File: src/source/soc_bus_pkg.sv
// --------------------------------------
// shared bus widths, address map, timer
// register offsets and timebase constants
// --------------------------------------
`default_nettype none

package soc_bus_pkg;

    // bus widths
    localparam int W_ADDR  = 32;
    localparam int W_DATA  = 32;
    localparam int N_HARTS = 2;

    // on-chip word memory
    localparam int SRAM_DEPTH = 1024;
    localparam int SRAM_IDX_W = $clog2(SRAM_DEPTH);

    // --------------------------------------
    // address map
    // --------------------------------------
    // top three address bits pick the region
    localparam logic [W_ADDR-1:0] REGION_MASK = 32'hE000_0000;
    localparam logic [W_ADDR-1:0] SRAM_BASE   = 32'h0000_0000;
    localparam logic [W_ADDR-1:0] TIMER_BASE  = 32'h4000_0000;

    // --------------------------------------
    // machine timer
    // --------------------------------------
    localparam int TMR_OFS_W = 5;
    localparam logic [TMR_OFS_W-1:0] TMR_MTIME_LO = 5'h00;
    localparam logic [TMR_OFS_W-1:0] TMR_MTIME_HI = 5'h04;
    localparam logic [TMR_OFS_W-1:0] TMR_CMP0_LO  = 5'h08;
    localparam logic [TMR_OFS_W-1:0] TMR_CMP0_HI  = 5'h0C;
    localparam logic [TMR_OFS_W-1:0] TMR_CMP1_LO  = 5'h10;
    localparam logic [TMR_OFS_W-1:0] TMR_CMP1_HI  = 5'h14;
    // one software interrupt bit per hart
    localparam logic [TMR_OFS_W-1:0] TMR_MSIP     = 5'h18;

    localparam int MTIME_W = 64;

    // timebase, one tick per microsecond
    localparam int CLK_MHZ = 25;
    localparam int TICK_W  = $clog2(CLK_MHZ);

endpackage

`default_nettype wire

File: src/source/sys_bus_if.sv
// --------------------------------------
// shared system bus, one-cycle strobe
// and fixed-latency done
// --------------------------------------
`timescale 1ns/1ps
`default_nettype none

interface sys_bus_if;

    // request side
    logic                            req;
    logic                            write;
    logic [soc_bus_pkg::W_ADDR-1:0]  addr;
    logic [soc_bus_pkg::W_DATA-1:0]  wdata;

    // response side
    logic                            done;
    logic [soc_bus_pkg::W_DATA-1:0]  rdata;

    modport initiator (
        output req, write, addr, wdata,
        input  done, rdata
    );

    modport target (
        input  req, write, addr, wdata,
        output done, rdata
    );

endinterface

`default_nettype wire

File: src/source/bus_decoder.sv
// --------------------------------------
// address decoder, SRAM / timer / unmapped
// --------------------------------------
`timescale 1ns/1ps
`default_nettype none

module bus_decoder (
    input  wire           clk,
    input  wire           rst_n,
    sys_bus_if.target     arb_bus,
    sys_bus_if.initiator  sram_bus,
    sys_bus_if.initiator  tmr_bus
);

    logic [soc_bus_pkg::W_ADDR-1:0] region;
    logic                           sel_sram;
    logic                           sel_tmr;
    logic                           unm_done;

    assign region   = arb_bus.addr & soc_bus_pkg::REGION_MASK;
    assign sel_sram = (region == soc_bus_pkg::SRAM_BASE);
    assign sel_tmr  = (region == soc_bus_pkg::TIMER_BASE);

    // --------------------------------------
    // request fan-out
    // --------------------------------------
    assign sram_bus.req   = arb_bus.req & sel_sram;
    assign sram_bus.write = arb_bus.write;
    assign sram_bus.addr  = arb_bus.addr;
    assign sram_bus.wdata = arb_bus.wdata;

    assign tmr_bus.req    = arb_bus.req & sel_tmr;
    assign tmr_bus.write  = arb_bus.write;
    assign tmr_bus.addr   = arb_bus.addr;
    assign tmr_bus.wdata  = arb_bus.wdata;

    // unmapped space answers itself, writes dropped
    always_ff @(posedge clk or negedge rst_n) begin
        if (!rst_n) begin
            unm_done <= 1'b0;
        end else begin
            unm_done <= arb_bus.req & ~sel_sram & ~sel_tmr;
        end
    end

    // --------------------------------------
    // response merge
    // --------------------------------------
    // one access in flight, so done picks the source
    assign arb_bus.done = sram_bus.done | tmr_bus.done | unm_done;

    always_comb begin
        if (sram_bus.done) begin
            arb_bus.rdata = sram_bus.rdata;
        end else if (tmr_bus.done) begin
            arb_bus.rdata = tmr_bus.rdata;
        end else begin
            arb_bus.rdata = '0;
        end
    end

endmodule

`default_nettype wire

File: src/flat_wrapper.sv
// flat-port wrapper written by rule: the top's interface ports become plain ports
module bus_decoder_flat 
  (clk, rst_n, arb_bus_req, arb_bus_write, arb_bus_addr, arb_bus_wdata, arb_bus_done, arb_bus_rdata, sram_bus_req, sram_bus_write, sram_bus_addr, sram_bus_wdata, sram_bus_done, sram_bus_rdata, tmr_bus_req, tmr_bus_write, tmr_bus_addr, tmr_bus_wdata, tmr_bus_done, tmr_bus_rdata);
  sys_bus_if arb_bus_i ();
  sys_bus_if sram_bus_i ();
  sys_bus_if tmr_bus_i ();
  input  wire clk;
  input  wire rst_n;
  input wire logic [$bits(arb_bus_i.req)-1:0] arb_bus_req;
  input wire logic [$bits(arb_bus_i.write)-1:0] arb_bus_write;
  input wire logic [$bits(arb_bus_i.addr)-1:0] arb_bus_addr;
  input wire logic [$bits(arb_bus_i.wdata)-1:0] arb_bus_wdata;
  output wire logic [$bits(arb_bus_i.done)-1:0] arb_bus_done;
  output wire logic [$bits(arb_bus_i.rdata)-1:0] arb_bus_rdata;
  output wire logic [$bits(sram_bus_i.req)-1:0] sram_bus_req;
  output wire logic [$bits(sram_bus_i.write)-1:0] sram_bus_write;
  output wire logic [$bits(sram_bus_i.addr)-1:0] sram_bus_addr;
  output wire logic [$bits(sram_bus_i.wdata)-1:0] sram_bus_wdata;
  input wire logic [$bits(sram_bus_i.done)-1:0] sram_bus_done;
  input wire logic [$bits(sram_bus_i.rdata)-1:0] sram_bus_rdata;
  output wire logic [$bits(tmr_bus_i.req)-1:0] tmr_bus_req;
  output wire logic [$bits(tmr_bus_i.write)-1:0] tmr_bus_write;
  output wire logic [$bits(tmr_bus_i.addr)-1:0] tmr_bus_addr;
  output wire logic [$bits(tmr_bus_i.wdata)-1:0] tmr_bus_wdata;
  input wire logic [$bits(tmr_bus_i.done)-1:0] tmr_bus_done;
  input wire logic [$bits(tmr_bus_i.rdata)-1:0] tmr_bus_rdata;
  assign arb_bus_i.req = arb_bus_req;
  assign arb_bus_i.write = arb_bus_write;
  assign arb_bus_i.addr = arb_bus_addr;
  assign arb_bus_i.wdata = arb_bus_wdata;
  assign arb_bus_done = arb_bus_i.done;
  assign arb_bus_rdata = arb_bus_i.rdata;
  assign sram_bus_req = sram_bus_i.req;
  assign sram_bus_write = sram_bus_i.write;
  assign sram_bus_addr = sram_bus_i.addr;
  assign sram_bus_wdata = sram_bus_i.wdata;
  assign sram_bus_i.done = sram_bus_done;
  assign sram_bus_i.rdata = sram_bus_rdata;
  assign tmr_bus_req = tmr_bus_i.req;
  assign tmr_bus_write = tmr_bus_i.write;
  assign tmr_bus_addr = tmr_bus_i.addr;
  assign tmr_bus_wdata = tmr_bus_i.wdata;
  assign tmr_bus_i.done = tmr_bus_done;
  assign tmr_bus_i.rdata = tmr_bus_rdata;
  bus_decoder u_core (.clk(clk), .rst_n(rst_n), .arb_bus(arb_bus_i), .sram_bus(sram_bus_i), .tmr_bus(tmr_bus_i));
endmodule
File: config.mk
export PLATFORM = sky130hd
export DESIGN_NAME = bus_decoder_flat
export DESIGN_NICKNAME = d
export VERILOG_FILES = /design/src/source/soc_bus_pkg.sv /design/src/source/sys_bus_if.sv /design/src/source/bus_decoder.sv /design/src/flat_wrapper.sv
export SDC_FILE = /design/constraint.sdc
export NUM_CORES = 1
export LEC_CHECK = 0
export BUFFER_PORTS_ARGS = -buffer_cell sky130_fd_sc_hd__buf_2
export CORE_AREA = 2 2 115 117
export CTS_BUF_LIST = sky130_fd_sc_hd__clkbuf_4 sky130_fd_sc_hd__clkbuf_8
export DETAILED_ROUTE_END_ITERATION = 10
export DIE_AREA = 0 0 117 119
export GPL_TIMING_DRIVEN = 0
export PLACE_DENSITY = 0.43
export REMOVE_ABC_BUFFERS = 1
export SYNTH_ARGS = -nofsm -noshare
export SYNTH_HDL_FRONTEND = slang
export SYNTH_SLANG_ARGS = --single-unit
File: constraint.sdc
create_clock -name clk -period 1.45 [get_ports clk]
set_clock_uncertainty 0.05 [all_clocks]
set_input_delay 0.29 -clock clk [delete_from_list [all_inputs] [get_ports clk]]
set_output_delay 0.29 -clock clk [all_outputs]
set_load 0.01 [all_outputs]
# Word level (Yosys, flattened, before mapping)
# Cells that the tools add are included.
# classes
n_addsub	0
mul	0
div_mod_pow	0
n_lt_le_gt_ge	0
eq_ne	1
n_shift	0
mux	2
n_bitwise	8
reduce_logical	1
# ops
operator	n
32-bit two-way mux	2
32-bit zero test	1
1-bit AND	4
3-bit by 2-bit equality test with 1-bit output (second input constant)	1
1-bit NOT	2
1-bit OR	2
# totals
reg_bits	1
latchBits	0
ram_bits	0
mem_bits_ro	0
inputBits	134
output_inout_bits	165
wordCells	13
n_memories	0

# Logic depth before layout (Yosys ltp)
# Gate-level depths: netlist of the first run.
# logic_depth
word_depth	4
mapped_depth	4
depth_no_buf	2

# Worst setup path after synthesis of the first run
# No wires, ideal clock.
# synth_path
kind	input port to output port
startpoint	in sram_bus_done
endpoint	out arb_bus_rdata[25]
arrival_time_ns	0.859
t_required_ns	1.110
path_slack_ns	0.251
cell_stages	4
path_cell_list	buf_6 -> nor2b_4 -> buf_6 -> a22o_1
# synth_via
elab_chain_cells	1
# synth_rtl
item	line_no	source
start, declared	flat_wrapper.sv:19	input wire logic [$bits(sram_bus_i.done)-1:0] sram_bus_done;
32-bit two-way mux	bus_decoder.sv:53	if (sram_bus.done) begin
end, declared	flat_wrapper.sv:14	output wire logic [$bits(arb_bus_i.rdata)-1:0] arb_bus_rdata;
# No other way between the ends.

# Worst setup path in the final report of the first run
# layout_path
startpoint	in tmr_bus_done
endpoint	out arb_bus_rdata[26]
# layout_via
elab_chain_cells	2
# layout_rtl
item	line_no	source
start, declared	flat_wrapper.sv:25	input wire logic [$bits(tmr_bus_i.done)-1:0] tmr_bus_done;
32-bit two-way mux	bus_decoder.sv:55	end else if (tmr_bus.done) begin
32-bit two-way mux	bus_decoder.sv:53	
# No other way between the ends.

==> run_results.csv, run 1 <==
group,metric,value,unit
status,status,"complete, no violations",
placement,dpl.cell_count,328,
global_route,grt_use_total,19.3,%
power_and_ir_drop,internal-power,0.000221,W
power_and_ir_drop,sw_frac_of_total,41.5,%
sta,max_freq,716,MHz
logic_synthesis,ys_seq_elements,1,
placement,port_buffers,112,
layout,stdcell_count,337,
detailed_routing,drc_errors,0,
layout,top_register,"u_core.unm_done",
setup_path,required,1.11,ns
global_route,grt-ovfl-total,0,
logic_synthesis,yosysWarningCount,0,
placement,place_area,1140,um^2
logic_synthesis,syn_avg_cell_area,7.86,um^2
power_and_ir_drop,sequentialPowerShare,8.1,%
power_and_ir_drop,power.switching,0.000157,W
layout,largest_reg_flops,1,
floorplanning,die_y,119,um
logic_synthesis,ys_seq_area_share,1.80,%
sta,slew_headroom,84.0,%
layout,largestRegisters,"u_core.unm_done x1",
floorplanning,rows,42,
detailed_routing,ant_nets,0,
sta,min_period,1.40,ns
power_and_ir_drop,powerDensity,310,nW/um^2
hold_path,hp-class,"in2async",
sta,finalMaxSlewViolations,0,
layout,fillers,1499,
detailed_routing,dr.pass1.iters,4,
layout,layout-drive-gt1-share,75.3,%
floorplanning,start_util,10.8,%
layout,finalInstanceArea,1220,um^2
logic_synthesis,yosysUniqueCellTypes,12,
setup_path,crit_path_start_kind,"input pin",
logic_synthesis,netlist_area,1390,um^2
power_and_ir_drop,pwr-share-comb,91.9,%
run,maxCapViolCount,0,
detailed_routing,via_count,1223,
detailed_routing,drt_iter0_drc,53,
power_and_ir_drop,leakagePower,0.647,nW
layout,syn_to_final_growth,-12.1,%
floorplanning,coreArea,12900,um^2
global_route,grt_max_degree,37,
placement,gp_congestion,0.815,
sta,final.period_utilization,96.3,%
clock_tree,cts-hold-fix-buffers,0,
layout,fin_nets,294,
detailed_routing,via_per_inst,3.63,
layout,post-route-util,9.49,%
setup_path,worstSetupEndpointType,"output pin",
detailed_routing,wl,14500,um
logic_synthesis,syn_inst,177,
placement,hpwl,13200,um
logic_synthesis,yosys.area.top_type,"buf_4",
floorplanning,die-area,13900,um^2
sta,final_hold_viol_count,0,
global_route,antenna_found_initial,4,
logic_synthesis,yosys.area.top_type_share,70.1,%
setup_path,cp_data_arrival_time,1.06,ns
setup_path,critPathKind,"in2out",
power_and_ir_drop,clkPwrFrac,0,%
sta,grt_setup_unrepaired,"no",
detailed_routing,wl_per_cell,43.0,um
sta,max_slew.worst_pin.slew,0.237,ns
logic_synthesis,synth_area_leaders,"buf_4 70%, a22o_1 20%, buf_6 3.2%",
setup_path,crit_fanout,6,
global_route,grt_pass1_wl,16100,um
power_and_ir_drop,finalPower,0.000379,W
power_and_ir_drop,vdd_drop_max,0.127,mV
floorplanning,die_w,117,um
sta,setup_viol,0,
global_route,grt_pass1_vias,1037,
floorplanning,io_pins,299,
clock_tree,clk_pin_slew_worst_paths,0,ns
==> cell families after synthesis <==
logic type	Yosys count	share of synthesized area, %
buf+inv	137	74.5
flops	1	1.80
compound gates	33	20.4
simple gates	6	3.33
==> stage by stage <==
step	TNS [ns]	setup WS [ns]	hold WS, ns
after floorplan	0	0.152	-0.0556
after global placement	-19.78	-0.642	0.0166
after detailed placement	-20.00	-0.658	0.0193
after CTS	0	0.0411	0.0193
after global routing	0	0.0103	0.0247
final	0	0.0531	0.0175
==> Yosys cell counts (all sizes together) <==
| library cell | n |
|---|---|
| o21ai | 1 |
| dfrtp | 1 |
| nor4bb | 1 |
| a22o | 31 |
| or3 | 1 |
| nand2 | 2 |
| o21a | 1 |
| buf | 137 |
| nor2b | 1 |
| nor4b | 1 |
==> power by group through the flow <==
stage | sequential, W | clock (W) | combinational [W]
3_3_place_gp | 0.0000305 | 0 | 0.000320
3_5_place_dp | 0.0000307 | 0 | 0.000323
5_1_grt | 0.0000308 | 0.0000000000922 | 0.000379
4_1_cts | 0.0000307 | 0 | 0.000352
6_report | 0.0000307 | 0.000000000277 | 0.000348
2_1_floorplan | 0.0000304 | 0 | 0.000121
==> routing by layer <==
layer  vias to the layer above  track usage, %  wire length, um  part of all wire (%)
li1                        431               -                -                     -
met1                       484            11.3             3160                    22
met2                       287            34.0             7040                    49
met3                        16            24.0             3760                    26
met4                         5            4.49              415                   2.9
met5                         -            4.31              103                  0.71
==> timing repair <==
action	CTS	global route
setup endpoints to repair	33	0
gates resized for setup	5	0
buffers inserted	5	0
==> placed cells by master (no fill, tap or decap) <==
cell      count
buf_4         4
buf_12        2
buf_2       111
o21a_1        1
diode_2       3
nor4b_1       1
or3_1         1
o21ai_1       1
nand2_1       2
a22o_1       31
nor4bb_1      1
dfrtp_1       1
nor2b_4       2
==> critical path: stages <==
cell and delay (ns):
buf_2 0.13, nor2b_4 0.13, buf_4 0.17, a22o_1 0.20, buf_2 0.13
==> layout make-up <==
class	count	area (um^2)	area share, %
multi-input cells	40	344	28.1
repair buffers	117	626	51.2
flip-flops and latches	1	25.0	2.05
well taps	176	220	18.0
diodes	3	7.51	0.614
==> worst paths after layout <==
check                              from                end  depth (start not counted)
setup / recovery           tmr_bus_done  arb_bus_rdata[26]                          5
max in group asynchronous         rst_n    u_core.unm_done                          1
hold / removal                    rst_n    u_core.unm_done                          1
min in group clk            arb_bus_req    u_core.unm_done                          2
Power figures use the tool's default switching activity.
==> inputs of run 2 (changes only) <==
--- a/config.mk
+++ b/config.mk
@@ -13,6 +13,7 @@
 export GPL_TIMING_DRIVEN = 0
 export PLACE_DENSITY = 0.43
 export REMOVE_ABC_BUFFERS = 1
+export SETUP_SLACK_MARGIN = 0.5
 export SYNTH_ARGS = -nofsm -noshare
 export SYNTH_HDL_FRONTEND = slang
 export SYNTH_SLANG_ARGS = --single-unit
==> run 2 against run 1 <==
Global-route usage rose by 0.48 points. Largest cell class unchanged. Maximum frequency rose by 4.1%. Sequential power about the same. Sequential share of layout area fell by 0.23 points. Largest power group unchanged. First-iteration DRC count is 9.4% higher. Wire length up 2.3%. Sequential cell count unchanged.
==> run_results.csv, run 2 (synthesis gave the netlist of run 1 again) <==
group,metric,value,unit
layout,stdcell_count,343,
global_route,grt-ovfl-total,0,
floorplanning,coreArea,12900,um^2
floorplanning,io_pins,299,
sta,grt_setup_unrepaired,"yes",
hold_path,hp-class,"in2async",
detailed_routing,dr.pass1.iters,5,
setup_path,worstSetupEndpointType,"output pin",
layout,fin_nets,299,
setup_path,slowest_delay,0.19,ns
status,status,"complete, no violations",
power_and_ir_drop,pwr-share-comb,92.8,%
layout,largestRegisters,"u_core.unm_done x1",
detailed_routing,drc_errors,0,
placement,dpl.cell_count,328,
global_route,grt_pass1_vias,1087,
detailed_routing,drt_iter0_drc,58,
detailed_routing,wl,14800,um
power_and_ir_drop,sw_frac_of_total,39.8,%
power_and_ir_drop,internal-power,0.000258,W
power_and_ir_drop,powerDensity,310,nW/um^2
layout,mostFrequentLayoutCell,"buf_2",
global_route,grt_use_total,19.8,%
setup_path,crit_fanout,13,
detailed_routing,via_per_inst,3.71,
detailed_routing,wl_per_cell,43.2,um
setup_path,cp_data_arrival_time,1.00,ns
layout,regArea,25.0,um^2
sta,final_hold_viol_count,0,
detailed_routing,via_count,1271,
global_route,antenna_found_initial,5,
clock_tree,cts-hold-fix-buffers,0,
layout,fillers,1486,
floorplanning,die_y,119,um
layout,syn_to_final_growth,-0.810,%
sta,min_period,1.34,ns
placement,gp_congestion,0.815,
floorplanning,die-area,13900,um^2
power_and_ir_drop,leakagePower,0.715,nW
floorplanning,start_util,10.8,%
placement,port_buffers,112,
layout,top_register,"u_core.unm_done",
sta,final.period_utilization,92.5,%
setup_path,critPathKind,"in2out",
floorplanning,die_w,117,um
clock_tree,clk_pin_slew_worst_paths,0,ns
setup_path,required,1.11,ns
sta,setup_viol,0,
sta,max_freq,745,MHz
power_and_ir_drop,vdd_drop_max,0.141,mV
sta,slew_headroom,85.9,%
layout,final_cell_mix,"108 x buf_2, 31 x a22o_1, 4 x buf_6, 3 x buf_8, 3 x buf_4",
detailed_routing,ant_nets,0,
global_route,grt_max_degree,19,
floorplanning,rows,42,
setup_path,crit_path_start_kind,"input pin",
setup_path,crit_chain,"buf_8 -> nor2b_4 -> buf_12 -> a22o_1 -> buf_2",
layout,layout-drive-gt1-share,78.5,%
global_route,grt_pass1_wl,16600,um
setup_path,crit_slowest_cell,"a22o_1",
run,maxCapViolCount,0,
power_and_ir_drop,sequentialPowerShare,7.2,%
placement,hpwl,13200,um
layout,largest_reg_flops,1,
sta,hold_ws,0.0179,ns
sta,finalMaxSlewViolations,0,
sta,max_slew.worst_pin.slew,0.208,ns
power_and_ir_drop,power.switching,0.000170,W
layout,multi_input_area,377,um^2
power_and_ir_drop,clkPwrFrac,0,%
-- run 2: cell count changes in the layout (fill, tap and decap cells not counted), moves of 2 or more --
cell    previous run  this run
buf_16             0         2
buf_8              0         3
buf_2            111       108
buf_6              0         4
-- run 2: final cells by class --
type / count / area share (%)
repair buffers: 122 / 54.2
multi-input cells: 40 / 27.3
well taps: 176 / 16.0
flip-flops and latches: 1 / 1.81
diodes: 4 / 0.725
-- run 2: final timing paths --
check,startpoint,endpoint,slack [ns],depth (start not counted)
hold / removal,rst_n,u_core.unm_done,0.02,1
min in group clk,arb_bus_addr[31],u_core.unm_done,0.49,2
setup / recovery,tmr_bus_done,arb_bus_rdata[25],0.11,5
max in group asynchronous,rst_n,u_core.unm_done,1.25,1
-- run 2: through the flow --
stage	total power [W]	utilization (%)	cell area (um^2)	setup WS [ns]	setup TNS, ns
after floorplan	0.000151	-	355	0.152	0
after global placement	0.000351	8.82	1140	-0.642	-19.78
after detailed placement	0.000353	8.82	1140	-0.658	-20.00
after CTS	0.000425	10.5	1350	0.105	0
after global routing	0.000460	10.7	1380	0.0854	0
final	0.000428	10.7	1380	0.108	0
-- run 2: layer usage --
layer | vias to the layer above | wire length, um | GRT usage, %
met5 | - | 124 | 6.67
met3 | 20 | 3970 | 24.1
met4 | 7 | 539 | 5.74
met1 | 504 | 3110 | 12.0
li1 | 445 | - | -
met2 | 295 | 7070 | 34.0
-- run 2: what timing repair did --
action | in CTS | in global routing
setup endpoints to repair | 35 | 35
pin swaps | 5 | 4
buffers inserted | 9 | 0
cloned | 2 | 0
resized for setup | 22 | 4
endpoints found under the hold margin | 0 | 0
-- run 2: critical path, delay by kind of cell --
| family | cells | cell delay [ns] |
|---|---|---|
| compound gates | 1 | 0.19 |
| buf+inv | 3 | 0.38 |
| simple gates | 1 | 0.13 |
-- run 2: power groups by stage --
| stage | combinational, W | sequential [W] | clock, W |
|---|---|---|---|
| after floorplan | 0.000121 | 0.0000304 | 0 |
| after global placement | 0.000320 | 0.0000305 | 0 |
| after detailed placement | 0.000323 | 0.0000307 | 0 |
| after CTS | 0.000395 | 0.0000307 | 0 |
| after global routing | 0.000429 | 0.0000309 | 0.000000000184 |
| final | 0.000397 | 0.0000307 | 0.000000000369 |
