`config.mk`:
```
export PLATFORM = sky130hd
export DESIGN_NAME = machine_timer_flat
export DESIGN_NICKNAME = d
export VERILOG_FILES = /design/src/source/soc_bus_pkg.sv /design/src/source/sys_bus_if.sv /design/src/source/machine_timer.sv /design/src/flat_wrapper.sv
export SDC_FILE = /design/constraint.sdc
export NUM_CORES = 1
export LEC_CHECK = 0
export ABC_AREA = 1
export BUFFER_PORTS_ARGS = -buffer_cell sky130_fd_sc_hd__buf_2
export CELL_PAD_IN_SITES_DETAIL_PLACEMENT = 1
export CELL_PAD_IN_SITES_GLOBAL_PLACEMENT = 2
export CORE_ASPECT_RATIO = 1.75
export CORE_MARGIN = 5
export CORE_UTILIZATION = 36
export DETAILED_ROUTE_END_ITERATION = 8
export PLACE_DENSITY_LB_ADDON = 0.1
export SLEW_MARGIN = 10
export SYNTH_ARGS = -nofsm -noshare
export SYNTH_HDL_FRONTEND = slang
export SYNTH_SLANG_ARGS = --single-unit
```
`constraint.sdc`:
```
create_clock -name clk -period 2.4 [get_ports clk]
set_input_delay 0.12 -clock clk [delete_from_list [all_inputs] [get_ports clk]]
set_output_delay 0.12 -clock clk [all_outputs]
set_load 0.02 [all_outputs]
```
`src/source/soc_bus_pkg.sv`:
```
// --------------------------------------
// shared bus widths, address map, timer
// register offsets and timebase constants
// --------------------------------------
`default_nettype none

package soc_bus_pkg;

    // bus widths
    localparam int W_ADDR  = 32;
    localparam int W_DATA  = 32;
    localparam int N_HARTS = 2;

    // on-chip word memory
    localparam int SRAM_DEPTH = 1024;
    localparam int SRAM_IDX_W = $clog2(SRAM_DEPTH);

    // --------------------------------------
    // address map
    // --------------------------------------
    // top three address bits pick the region
    localparam logic [W_ADDR-1:0] REGION_MASK = 32'hE000_0000;
    localparam logic [W_ADDR-1:0] SRAM_BASE   = 32'h0000_0000;
    localparam logic [W_ADDR-1:0] TIMER_BASE  = 32'h4000_0000;

    // --------------------------------------
    // machine timer
    // --------------------------------------
    localparam int TMR_OFS_W = 5;
    localparam logic [TMR_OFS_W-1:0] TMR_MTIME_LO = 5'h00;
    localparam logic [TMR_OFS_W-1:0] TMR_MTIME_HI = 5'h04;
    localparam logic [TMR_OFS_W-1:0] TMR_CMP0_LO  = 5'h08;
    localparam logic [TMR_OFS_W-1:0] TMR_CMP0_HI  = 5'h0C;
    localparam logic [TMR_OFS_W-1:0] TMR_CMP1_LO  = 5'h10;
    localparam logic [TMR_OFS_W-1:0] TMR_CMP1_HI  = 5'h14;
    // one software interrupt bit per hart
    localparam logic [TMR_OFS_W-1:0] TMR_MSIP     = 5'h18;

    localparam int MTIME_W = 64;

    // timebase, one tick per microsecond
    localparam int CLK_MHZ = 25;
    localparam int TICK_W  = $clog2(CLK_MHZ);

endpackage

`default_nettype wire

```
`src/source/sys_bus_if.sv`:
```
// --------------------------------------
// shared system bus, one-cycle strobe
// and fixed-latency done
// --------------------------------------
`timescale 1ns/1ps
`default_nettype none

interface sys_bus_if;

    // request side
    logic                            req;
    logic                            write;
    logic [soc_bus_pkg::W_ADDR-1:0]  addr;
    logic [soc_bus_pkg::W_DATA-1:0]  wdata;

    // response side
    logic                            done;
    logic [soc_bus_pkg::W_DATA-1:0]  rdata;

    modport initiator (
        output req, write, addr, wdata,
        input  done, rdata
    );

    modport target (
        input  req, write, addr, wdata,
        output done, rdata
    );

endinterface

`default_nettype wire

```
`src/source/machine_timer.sv`:
```
// --------------------------------------
// RISC-V machine timer, mtime, mtimecmp
// and msip per hart, microsecond tick
// --------------------------------------
`timescale 1ns/1ps
`default_nettype none

module machine_timer (
    input  wire                               clk,
    input  wire                               rst_n,
    input  wire                               i_halt,
    sys_bus_if.target                         bus,
    output logic [soc_bus_pkg::N_HARTS-1:0]   o_timer_irq,
    output logic [soc_bus_pkg::N_HARTS-1:0]   o_soft_irq
);

    localparam int TW = soc_bus_pkg::TICK_W;
    localparam int MW = soc_bus_pkg::MTIME_W;
    localparam int DW = soc_bus_pkg::W_DATA;

    logic [TW-1:0]                      tick_ctr;
    logic                               tick;
    logic [MW-1:0]                      mtime;
    logic [MW-1:0]                      mtimecmp [soc_bus_pkg::N_HARTS];
    logic [soc_bus_pkg::N_HARTS-1:0]    msip;
    logic [soc_bus_pkg::TMR_OFS_W-1:0]  reg_ofs;
    logic                               wr_en;
    logic [DW-1:0]                      rd_word;

    assign reg_ofs = bus.addr[soc_bus_pkg::TMR_OFS_W-1:0];
    assign wr_en   = bus.req & bus.write;

    // --------------------------------------
    // microsecond tick
    // --------------------------------------
    assign tick = (tick_ctr == '0) & ~i_halt;

    // divider holds while the harts are halted
    always_ff @(posedge clk or negedge rst_n) begin
        if (!rst_n) begin
            tick_ctr <= TW'(soc_bus_pkg::CLK_MHZ - 1);
        end else if (!i_halt) begin
            if (tick_ctr == '0) begin
                tick_ctr <= TW'(soc_bus_pkg::CLK_MHZ - 1);
            end else begin
                tick_ctr <= tick_ctr - TW'(1);
            end
        end
    end

    // bus write wins over the tick increment
    always_ff @(posedge clk or negedge rst_n) begin
        if (!rst_n) begin
            mtime <= '0;
        end else if (wr_en && (reg_ofs == soc_bus_pkg::TMR_MTIME_LO)) begin
            mtime[DW-1:0] <= bus.wdata;
        end else if (wr_en && (reg_ofs == soc_bus_pkg::TMR_MTIME_HI)) begin
            mtime[MW-1:DW] <= bus.wdata;
        end else if (tick) begin
            mtime <= mtime + MW'(1);
        end
    end

    // --------------------------------------
    // compare and msip registers
    // --------------------------------------
    always_ff @(posedge clk or negedge rst_n) begin
        if (!rst_n) begin
            for (int h = 0; h < soc_bus_pkg::N_HARTS; h++) begin
                mtimecmp[h] <= '1;
            end
            msip <= '0;
        end else if (wr_en) begin
            case (reg_ofs)
                soc_bus_pkg::TMR_CMP0_LO: mtimecmp[0][DW-1:0]  <= bus.wdata;
                soc_bus_pkg::TMR_CMP0_HI: mtimecmp[0][MW-1:DW] <= bus.wdata;
                soc_bus_pkg::TMR_CMP1_LO: mtimecmp[1][DW-1:0]  <= bus.wdata;
                soc_bus_pkg::TMR_CMP1_HI: mtimecmp[1][MW-1:DW] <= bus.wdata;
                soc_bus_pkg::TMR_MSIP:    msip <= bus.wdata[soc_bus_pkg::N_HARTS-1:0];
                default: begin
                end
            endcase
        end
    end

    // --------------------------------------
    // register read
    // --------------------------------------
    always_comb begin
        case (reg_ofs)
            soc_bus_pkg::TMR_MTIME_LO: rd_word = mtime[DW-1:0];
            soc_bus_pkg::TMR_MTIME_HI: rd_word = mtime[MW-1:DW];
            soc_bus_pkg::TMR_CMP0_LO:  rd_word = mtimecmp[0][DW-1:0];
            soc_bus_pkg::TMR_CMP0_HI:  rd_word = mtimecmp[0][MW-1:DW];
            soc_bus_pkg::TMR_CMP1_LO:  rd_word = mtimecmp[1][DW-1:0];
            soc_bus_pkg::TMR_CMP1_HI:  rd_word = mtimecmp[1][MW-1:DW];
            soc_bus_pkg::TMR_MSIP:     rd_word = DW'(msip);
            default:                   rd_word = '0;
        endcase
    end

    always_ff @(posedge clk) begin
        if (bus.req) begin
            bus.rdata <= rd_word;
        end
    end

    always_ff @(posedge clk or negedge rst_n) begin
        if (!rst_n) begin
            bus.done <= 1'b0;
        end else begin
            bus.done <= bus.req;
        end
    end

    // interrupt outputs
    always_comb begin
        for (int h = 0; h < soc_bus_pkg::N_HARTS; h++) begin
            o_timer_irq[h] = (mtime >= mtimecmp[h]);
        end
    end

    assign o_soft_irq = msip;

endmodule

`default_nettype wire

```
`src/flat_wrapper.sv`:
```
// flat-port wrapper written by rule: the top's interface ports become plain ports
module machine_timer_flat 
  (clk, rst_n, i_halt, o_timer_irq, o_soft_irq, bus_req, bus_write, bus_addr, bus_wdata, bus_done, bus_rdata);
  sys_bus_if bus_i ();
  input  wire clk;
  input  wire rst_n;
  input  wire i_halt;
  output logic [soc_bus_pkg::N_HARTS-1:0] o_timer_irq;
  output logic [soc_bus_pkg::N_HARTS-1:0] o_soft_irq;
  input wire logic [$bits(bus_i.req)-1:0] bus_req;
  input wire logic [$bits(bus_i.write)-1:0] bus_write;
  input wire logic [$bits(bus_i.addr)-1:0] bus_addr;
  input wire logic [$bits(bus_i.wdata)-1:0] bus_wdata;
  output wire logic [$bits(bus_i.done)-1:0] bus_done;
  output wire logic [$bits(bus_i.rdata)-1:0] bus_rdata;
  assign bus_i.req = bus_req;
  assign bus_i.write = bus_write;
  assign bus_i.addr = bus_addr;
  assign bus_i.wdata = bus_wdata;
  assign bus_done = bus_i.done;
  assign bus_rdata = bus_i.rdata;
  machine_timer u_core (.clk(clk), .rst_n(rst_n), .i_halt(i_halt), .bus(bus_i), .o_timer_irq(o_timer_irq), .o_soft_irq(o_soft_irq));
endmodule
```
Yosys cells after proc, flatten, opt, wreduce, memory -nomap -nowiden --
Cells that the tools add are included.
Cells by class: muxes and demuxes 6, bitwise operators 4, reduce and logical (&&, ||, !) cells 13, equality and inequality tests 7, magnitude comparators 2, add/subtract/negate cells 2
Operator list (number):
- $pmux W32 S7 | 1
- $ge A64 B64 Y1 | 2
- $mux W32 | 3
- $add A64 B1 Y64 const B | 1
- $mux W64 | 1
- $eq A5 B5 Y1 const B | 3
- $reduce_and A2 Y1 | 7
- $eq A5 B4 Y1 const B | 2
- $logic_not A5 Y1 | 2
- $eq A5 B3 Y1 const B | 1
- $mux W5 | 1
- $sub A5 B1 Y5 const B | 1
- $reduce_bool A2 Y1 | 2
- $and A1 B1 Y1 | 2
- $logic_and A1 B1 Y1 | 2
- $ne A2 B1 Y1 const B | 1
- $not A1 Y1 | 2
Word-level totals: input port bits 69, register bits after elaboration 232, word-level logic and storage cells 44, output and inout port bits 37

Longest topological paths before layout --
word-level depth 5, depth in mapped cells 15, gate-level depth less buffers 15

Least setup slack after synthesis --
No wires, ideal clock.
kind flip-flop to output port, start point reg u_core.mtimecmp[123] in the netlist's numbering, end point out o_timer_irq[0] in the netlist's numbering, arrival time 1776 ps, buffers on the path 0, slack 504 ps, cell stages (with the launch flop) 12, required time 2280 ps, cell sequence dfstp_2 inv_1 ha_1 nand2_1 inv_1 nand3_1 nor3_1 nand2_1 or2_2 nand2_1 nor2_1 nand2_1
Between the ends: word-level cells in the longest chain between the ends 1
RTL lines:
- start: declaration | line machine_timer.sv:24 | logic [MW-1:0] mtimecmp [soc_bus_pkg::N_HARTS];
- start signal: indexed assignment | line machine_timer.sv:75 | soc_bus_pkg::TMR_CMP0_LO: mtimecmp[0][DW-1:0] <= bus.wdata;
- start signal: indexed assignment | line machine_timer.sv:76 | soc_bus_pkg::TMR_CMP0_HI: mtimecmp[0][MW-1:DW] <= bus.wdata;
- start signal: indexed assignment | line machine_timer.sv:77 | soc_bus_pkg::TMR_CMP1_LO: mtimecmp[1][DW-1:0] <= bus.wdata;
- $ge A64 B64 Y1 | line machine_timer.sv:119 | o_timer_irq[h] = (mtime >= mtimecmp[h]);
- end: declaration | line flat_wrapper.sv:8 | output logic [soc_bus_pkg::N_HARTS-1:0] o_timer_irq;
Every way passes these cells.

Worst setup path in the final report --
start point reg u_core.mtimecmp[83] in the netlist's numbering, end point out o_timer_irq[0] in the netlist's numbering
Same word-level chain as after synthesis.

==> Flow_metrics.wiki <==
{| class="wikitable"
! Metric !! Value
|-
| Total of endpoints with negative setup slack in the final report || 2
|-
| Clock tree root driver cell || sky130_fd_sc_hd__clkbuf_16
|-
| Remaining number of nets flagged by the antenna check after routing || 0
|-
| Library cell with the largest summed area after synthesis || sky130_fd_sc_hd__dfstp_2
|-
| Drt total wl || 73600 um
|-
| Top cell by count, worst path || sky130_fd_sc_hd__nand2_2
|-
| Worst slew margin || between 50% and 60%
|-
| Simple-Gate Fraction of Synth Area || 24.1%
|-
| List of cells traversed by the critical path || inv_1 -> ha_1 -> nand4_1 -> nor4_4 -> nand2_1 -> nand2_2 -> nand2_2 -> nand2_2 -> buf_6
|-
| Netlist area before placement || 15500 um2
|-
| EDFF count, synth || 32
|-
| Filler Cells Inserted || 5338
|-
| Reg2Reg Capture Point || u_core.mtime[32]
|-
| Placer Congestion || around 0.97
|-
| Post-synthesis net count || 2259
|-
| Async S/R FF share, synth || 86.2%
|-
| Cell row count || 100
|-
| Worst Slack Setup Final || -0.429 ns
|-
| Adder-cell share of the synthesized area || between 10% and 20%
|-
| Vias in the first global route || 16600
|-
| Final cell count without fillers || 2850
|-
| Synth Area per Inst || 7.50 um2
|-
| Design area || around 19000 um2
|-
| Core Box Area || between 40000 and 50000 um2
|-
| Worst hold path stage count || 3
|-
| Result of the run || complete, but fails checks
|-
| CP max stage delay || 0.56 ns
|-
| RSZ-0062 raised after global routing || yes
|-
| Number of max-capacitance violations reported || 0
|-
| Instance count of the mapped netlist || 2060
|-
| Clock Tree Buf Depth || 3
|-
| Register-to-register setup slack || 0.12 ns
|-
| Critical R2R Launch || u_core.mtime[1]
|-
| Path category of the worst min-delay check || input pin to register
|-
| Cell area after placement || 17500 um2
|-
| Count of placed standard cells including taps || 2780
|-
| Maximum net fanout on the critical path || 3
|-
| # H-tree levels || 1
|-
| Mux contribution to synthesized area || 0%
|-
| Cell area power density || 967 nW/um2
|-
| Number of nets in the layout || 2468
|-
| Share of the synthesized area in the top cell type || 22.1%
|-
| Hold Worst Slack || 0.0203 ns
|-
| Pre-CTS worst setup slack || -0.691 ns
|-
| Critical Path Sink Type || output pin
|-
| Clock skew || 0.0179 ns
|-
| Sequential cell area fraction in the yosys report || between 30% and 40%
|-
| Area delta synth->final || 23.4%
|-
| Synth cell types || 44
|-
| Data required time of the worst path || 2.28 ns
|-
| Iteration count of the initial detailed-routing pass || 5
|-
| Initial antenna violation count || 0
|-
| Top cells by area, synth || sky130_fd_sc_hd__dfstp_2 22%, sky130_fd_sc_hd__nand2_1 14%, sky130_fd_sc_hd__dfrtp_1 11%, sky130_fd_sc_hd__ha_1 11%, sky130_fd_sc_hd__inv_1 6.7%
|-
| Initial standard-cell utilization of the core || 36.3%
|-
| Yosys Warn Count || 0
|-
| Clk slew on worst S/H paths || 0.07 ns
|-
| Violations in the final reports || setup timing
|-
| Startpoint-to-endpoint class of the critical path || register to output pin
|-
| Post-synthesis sequential element count || 232
|-
| # clock sinks || ~230
|-
| Average detailed-routed wire length per instance || roughly 26 um
|-
| Critical hold path startpoint || bus_wdata[1]
|-
| Insertion delay of the later-clocked pin in the worst-skew pair || between 0.5 and 0.6 ns
|-
| Half-perimeter wire length after placement || 58200 um
|-
| Leakage power summed over all cells || roughly 8.4 nW
|-
| Worst Path Arrival || 2.71 ns
|-
| Crit-path slowest cell || sky130_fd_sc_hd__dfstp_2
|-
| Pin count of the biggest net entering global routing || 74
|-
| Number of max-slew violations in the final report || 0
|-
| Boundary pin count || between 100 and 150
|-
| CTS tree || yes
|-
| Share of the cycle needed by the critical path after routing || 118%
|-
| Worst ir drop on vdd || 0.000581 V
|-
| Leading register cell type out of synthesis || sky130_fd_sc_hd__dfstp_2
|-
| Port Buf Inserts || 78
|-
| Transition time at the pin with the least slew margin || 0.711 ns
|-
| Max Clk Rate || approximately 350 MHz
|-
| Xor/xnor share of the synthesized area || ~1.7%
|-
| Die outline area || 47300 um2
|-
| Hold endpoint || u_core.o_soft_irq[1]
|-
| GRT Overall Usage || 30.4%
|-
| Via count || 15400
|-
| Number of DRC markers in iteration 0 || a little over 800
|-
| Die height || between 200 and 300 um
|-
| First-pass GRT wire length || 107000 um
|-
| Antenna diodes || 0
|-
| Post-synthesis compound-gate area fraction || 15.4%
|-
| Number of CTS-inserted buffers || 26
|-
| Count of endpoints failing hold in the final timing report || 0
|-
| Share of layout cells above drive strength 1 || 22.9%
|-
| Drt via density || 5.42
|-
| DRC viols || 0
|-
| Post-layout min period || 2.83 ns
|-
| Overflow after GRT || 0
|-
| Main combinational cell family by area after synthesis || simple AND/OR/NAND/NOR gates
|-
| Depth of the worst register-to-register path || 10
|-
| Width of the chip || about 170 um
|-
| Startpoint kind of the worst setup timing path || register
|}
==> report_power, final <==
group          internal [mW]  switching (mW)
clock network           2.28            1.74
logic                   3.24            5.00
registers               5.04            1.15
total                   10.6            7.89
==> Yosys cell counts (2+ instances only) <==
| library cell | n |
|---|---|
| sky130_fd_sc_hd__xor2_1 | 29 |
| sky130_fd_sc_hd__and2_1 | 5 |
| sky130_fd_sc_hd__o21ai_1 | 11 |
| sky130_fd_sc_hd__ha_1 | 130 |
| sky130_fd_sc_hd__inv_2 | 8 |
| sky130_fd_sc_hd__dfrtp_1 | 70 |
| sky130_fd_sc_hd__o22ai_1 | 51 |
| sky130_fd_sc_hd__nand3_1 | 79 |
| sky130_fd_sc_hd__buf_2 | 13 |
| sky130_fd_sc_hd__buf_1 | 6 |
| sky130_fd_sc_hd__o211ai_1 | 10 |
| sky130_fd_sc_hd__buf_6 | 3 |
| sky130_fd_sc_hd__edfxtp_1 | 32 |
| sky130_fd_sc_hd__a21oi_1 | 141 |
| sky130_fd_sc_hd__o21ai_0 | 165 |
| sky130_fd_sc_hd__o221ai_1 | 13 |
| sky130_fd_sc_hd__inv_1 | 276 |
| sky130_fd_sc_hd__nand4_1 | 32 |
| sky130_fd_sc_hd__buf_4 | 3 |
| sky130_fd_sc_hd__nand2_1 | 578 |
| sky130_fd_sc_hd__o21bai_1 | 8 |
| sky130_fd_sc_hd__dfstp_2 | 130 |
| sky130_fd_sc_hd__a211oi_1 | 2 |
| sky130_fd_sc_hd__nor2_2 | 3 |
| sky130_fd_sc_hd__nor3_1 | 18 |
| sky130_fd_sc_hd__o2111ai_1 | 18 |
| sky130_fd_sc_hd__or2_2 | 2 |
| sky130_fd_sc_hd__nand3b_1 | 2 |
| sky130_fd_sc_hd__clkbuf_1 | 34 |
| sky130_fd_sc_hd__nand2_2 | 9 |
| sky130_fd_sc_hd__nor2_4 | 6 |
| sky130_fd_sc_hd__nor2_1 | 160 |
| sky130_fd_sc_hd__a21o_1 | 2 |
==> per-stage QoR <==
| stage | total power [mW] | setup TNS (ns) | util (%) |
|---|---|---|---|
| 4_1_cts | 18.0 | -0.994 | 43.9 |
| 2_1_floorplan | 10.2 | 0 | - |
| 3_3_place_gp | 13.3 | -1.00 | 41.0 |
| 6_report | 18.4 | -0.723 | 44.8 |
| 5_1_grt | 19.8 | -0.920 | 44.8 |
| 3_5_place_dp | 13.6 | -0.942 | 41.0 |
==> sequential cells by signal, summed over array words and instances, names as in the netlist <==
| name | count |
|---|---|
| u_core.bus.done | 1 |
| u_core.o_soft_irq | 2 |
| u_core.bus.rdata | 32 |
| u_core.tick_ctr | 5 |
| u_core.mtimecmp | 128 |
| u_core.mtime | 64 |
==> worst max-delay path by stage <==
stage	start	to	slack [ns]	cells after the start
2_1_floorplan	u_core.mtimecmp[123]	o_timer_irq[0]	0.50	11
3_3_place_gp	u_core.mtimecmp[93]	o_timer_irq[0]	-0.75	12
3_5_place_dp	u_core.mtimecmp[93]	o_timer_irq[0]	-0.69	12
4_1_cts	u_core.mtimecmp[93]	o_timer_irq[0]	-0.59	11
5_1_grt	u_core.mtimecmp[123]	o_timer_irq[0]	-0.54	12
6_report	u_core.mtimecmp[83]	o_timer_irq[0]	-0.43	9
==> critical path: cells and delay by family (launching register included) <==
kind          cells  cell delay [ns]
buf+inv           2             0.18
simple gates      6             1.07
fa+ha+maj         1             0.32
flops             1             0.56
==> layout make-up <==
cell class | instances | area, um2 | area share, %
clock inverter | 4 | 20.0 | 0.105
tap | 561 | 702 | 3.68
multi-input combinational | 1483 | 8560 | 44.8
sequential | 232 | 6130 | 32.1
timing repair buffer | 240 | 1780 | 9.32
clock buffer | 44 | 810 | 4.24
inverter | 286 | 1080 | 5.66
==> cell usage in the layout, fill, tap and decap left out, drive strengths merged <==
| cell type | count |
|---|---|
| a211oi | 2 |
| a21boi | 1 |
| a21o | 2 |
| a21oi | 141 |
| and2 | 5 |
| and3 | 1 |
| buf | 222 |
| clkbuf | 44 |
| clkinv | 6 |
| dfrtp | 70 |
| dfstp | 130 |
| dlygate4sd3 | 18 |
| edfxtp | 32 |
| ha | 130 |
| inv | 284 |
| nand2 | 587 |
| nand3 | 81 |
| nand3b | 2 |
| nand4 | 32 |
| nor2 | 170 |
| nor3 | 18 |
| nor4 | 1 |
| o2111ai | 18 |
| o211ai | 10 |
| o21a | 1 |
| o21ai | 177 |
| o21bai | 8 |
| o221ai | 13 |
| o22ai | 51 |
| or2 | 2 |
| xnor2 | 1 |
| xor2 | 29 |
==> cells by family (layout without fill, tap and decap cells) <==
| family | count (synthesis) | after routing |
|---|---|---|
| AOI/OAI and AO/OA | 424 | 424 |
| xor gates and xnor gates | 30 | 30 |
| adders and majority gates | 130 | 130 |
| buffers and inverters | 345 | 574 |
| DFF | 232 | 232 |
| and+or+nand+nor | 899 | 899 |
==> layer usage <==
layer	part of all wire (%)	track usage, %	wire (um)
met5	0	0	0
met1	34	30.1	25200
met4	11	26.8	8470
met3	3.2	3.41	2380
met2	51	55.4	37600
==> what timing repair did <==
item                                    CTS  global route
pin swaps                                13            40
setup buffers                             3             3
gates resized for setup                  41            87
endpoints found under the hold margin   107             0
endpoints found under the setup margin    2             8
hold buffers                             18             0
No activity file was read; power rests on OpenSTA's default activity.
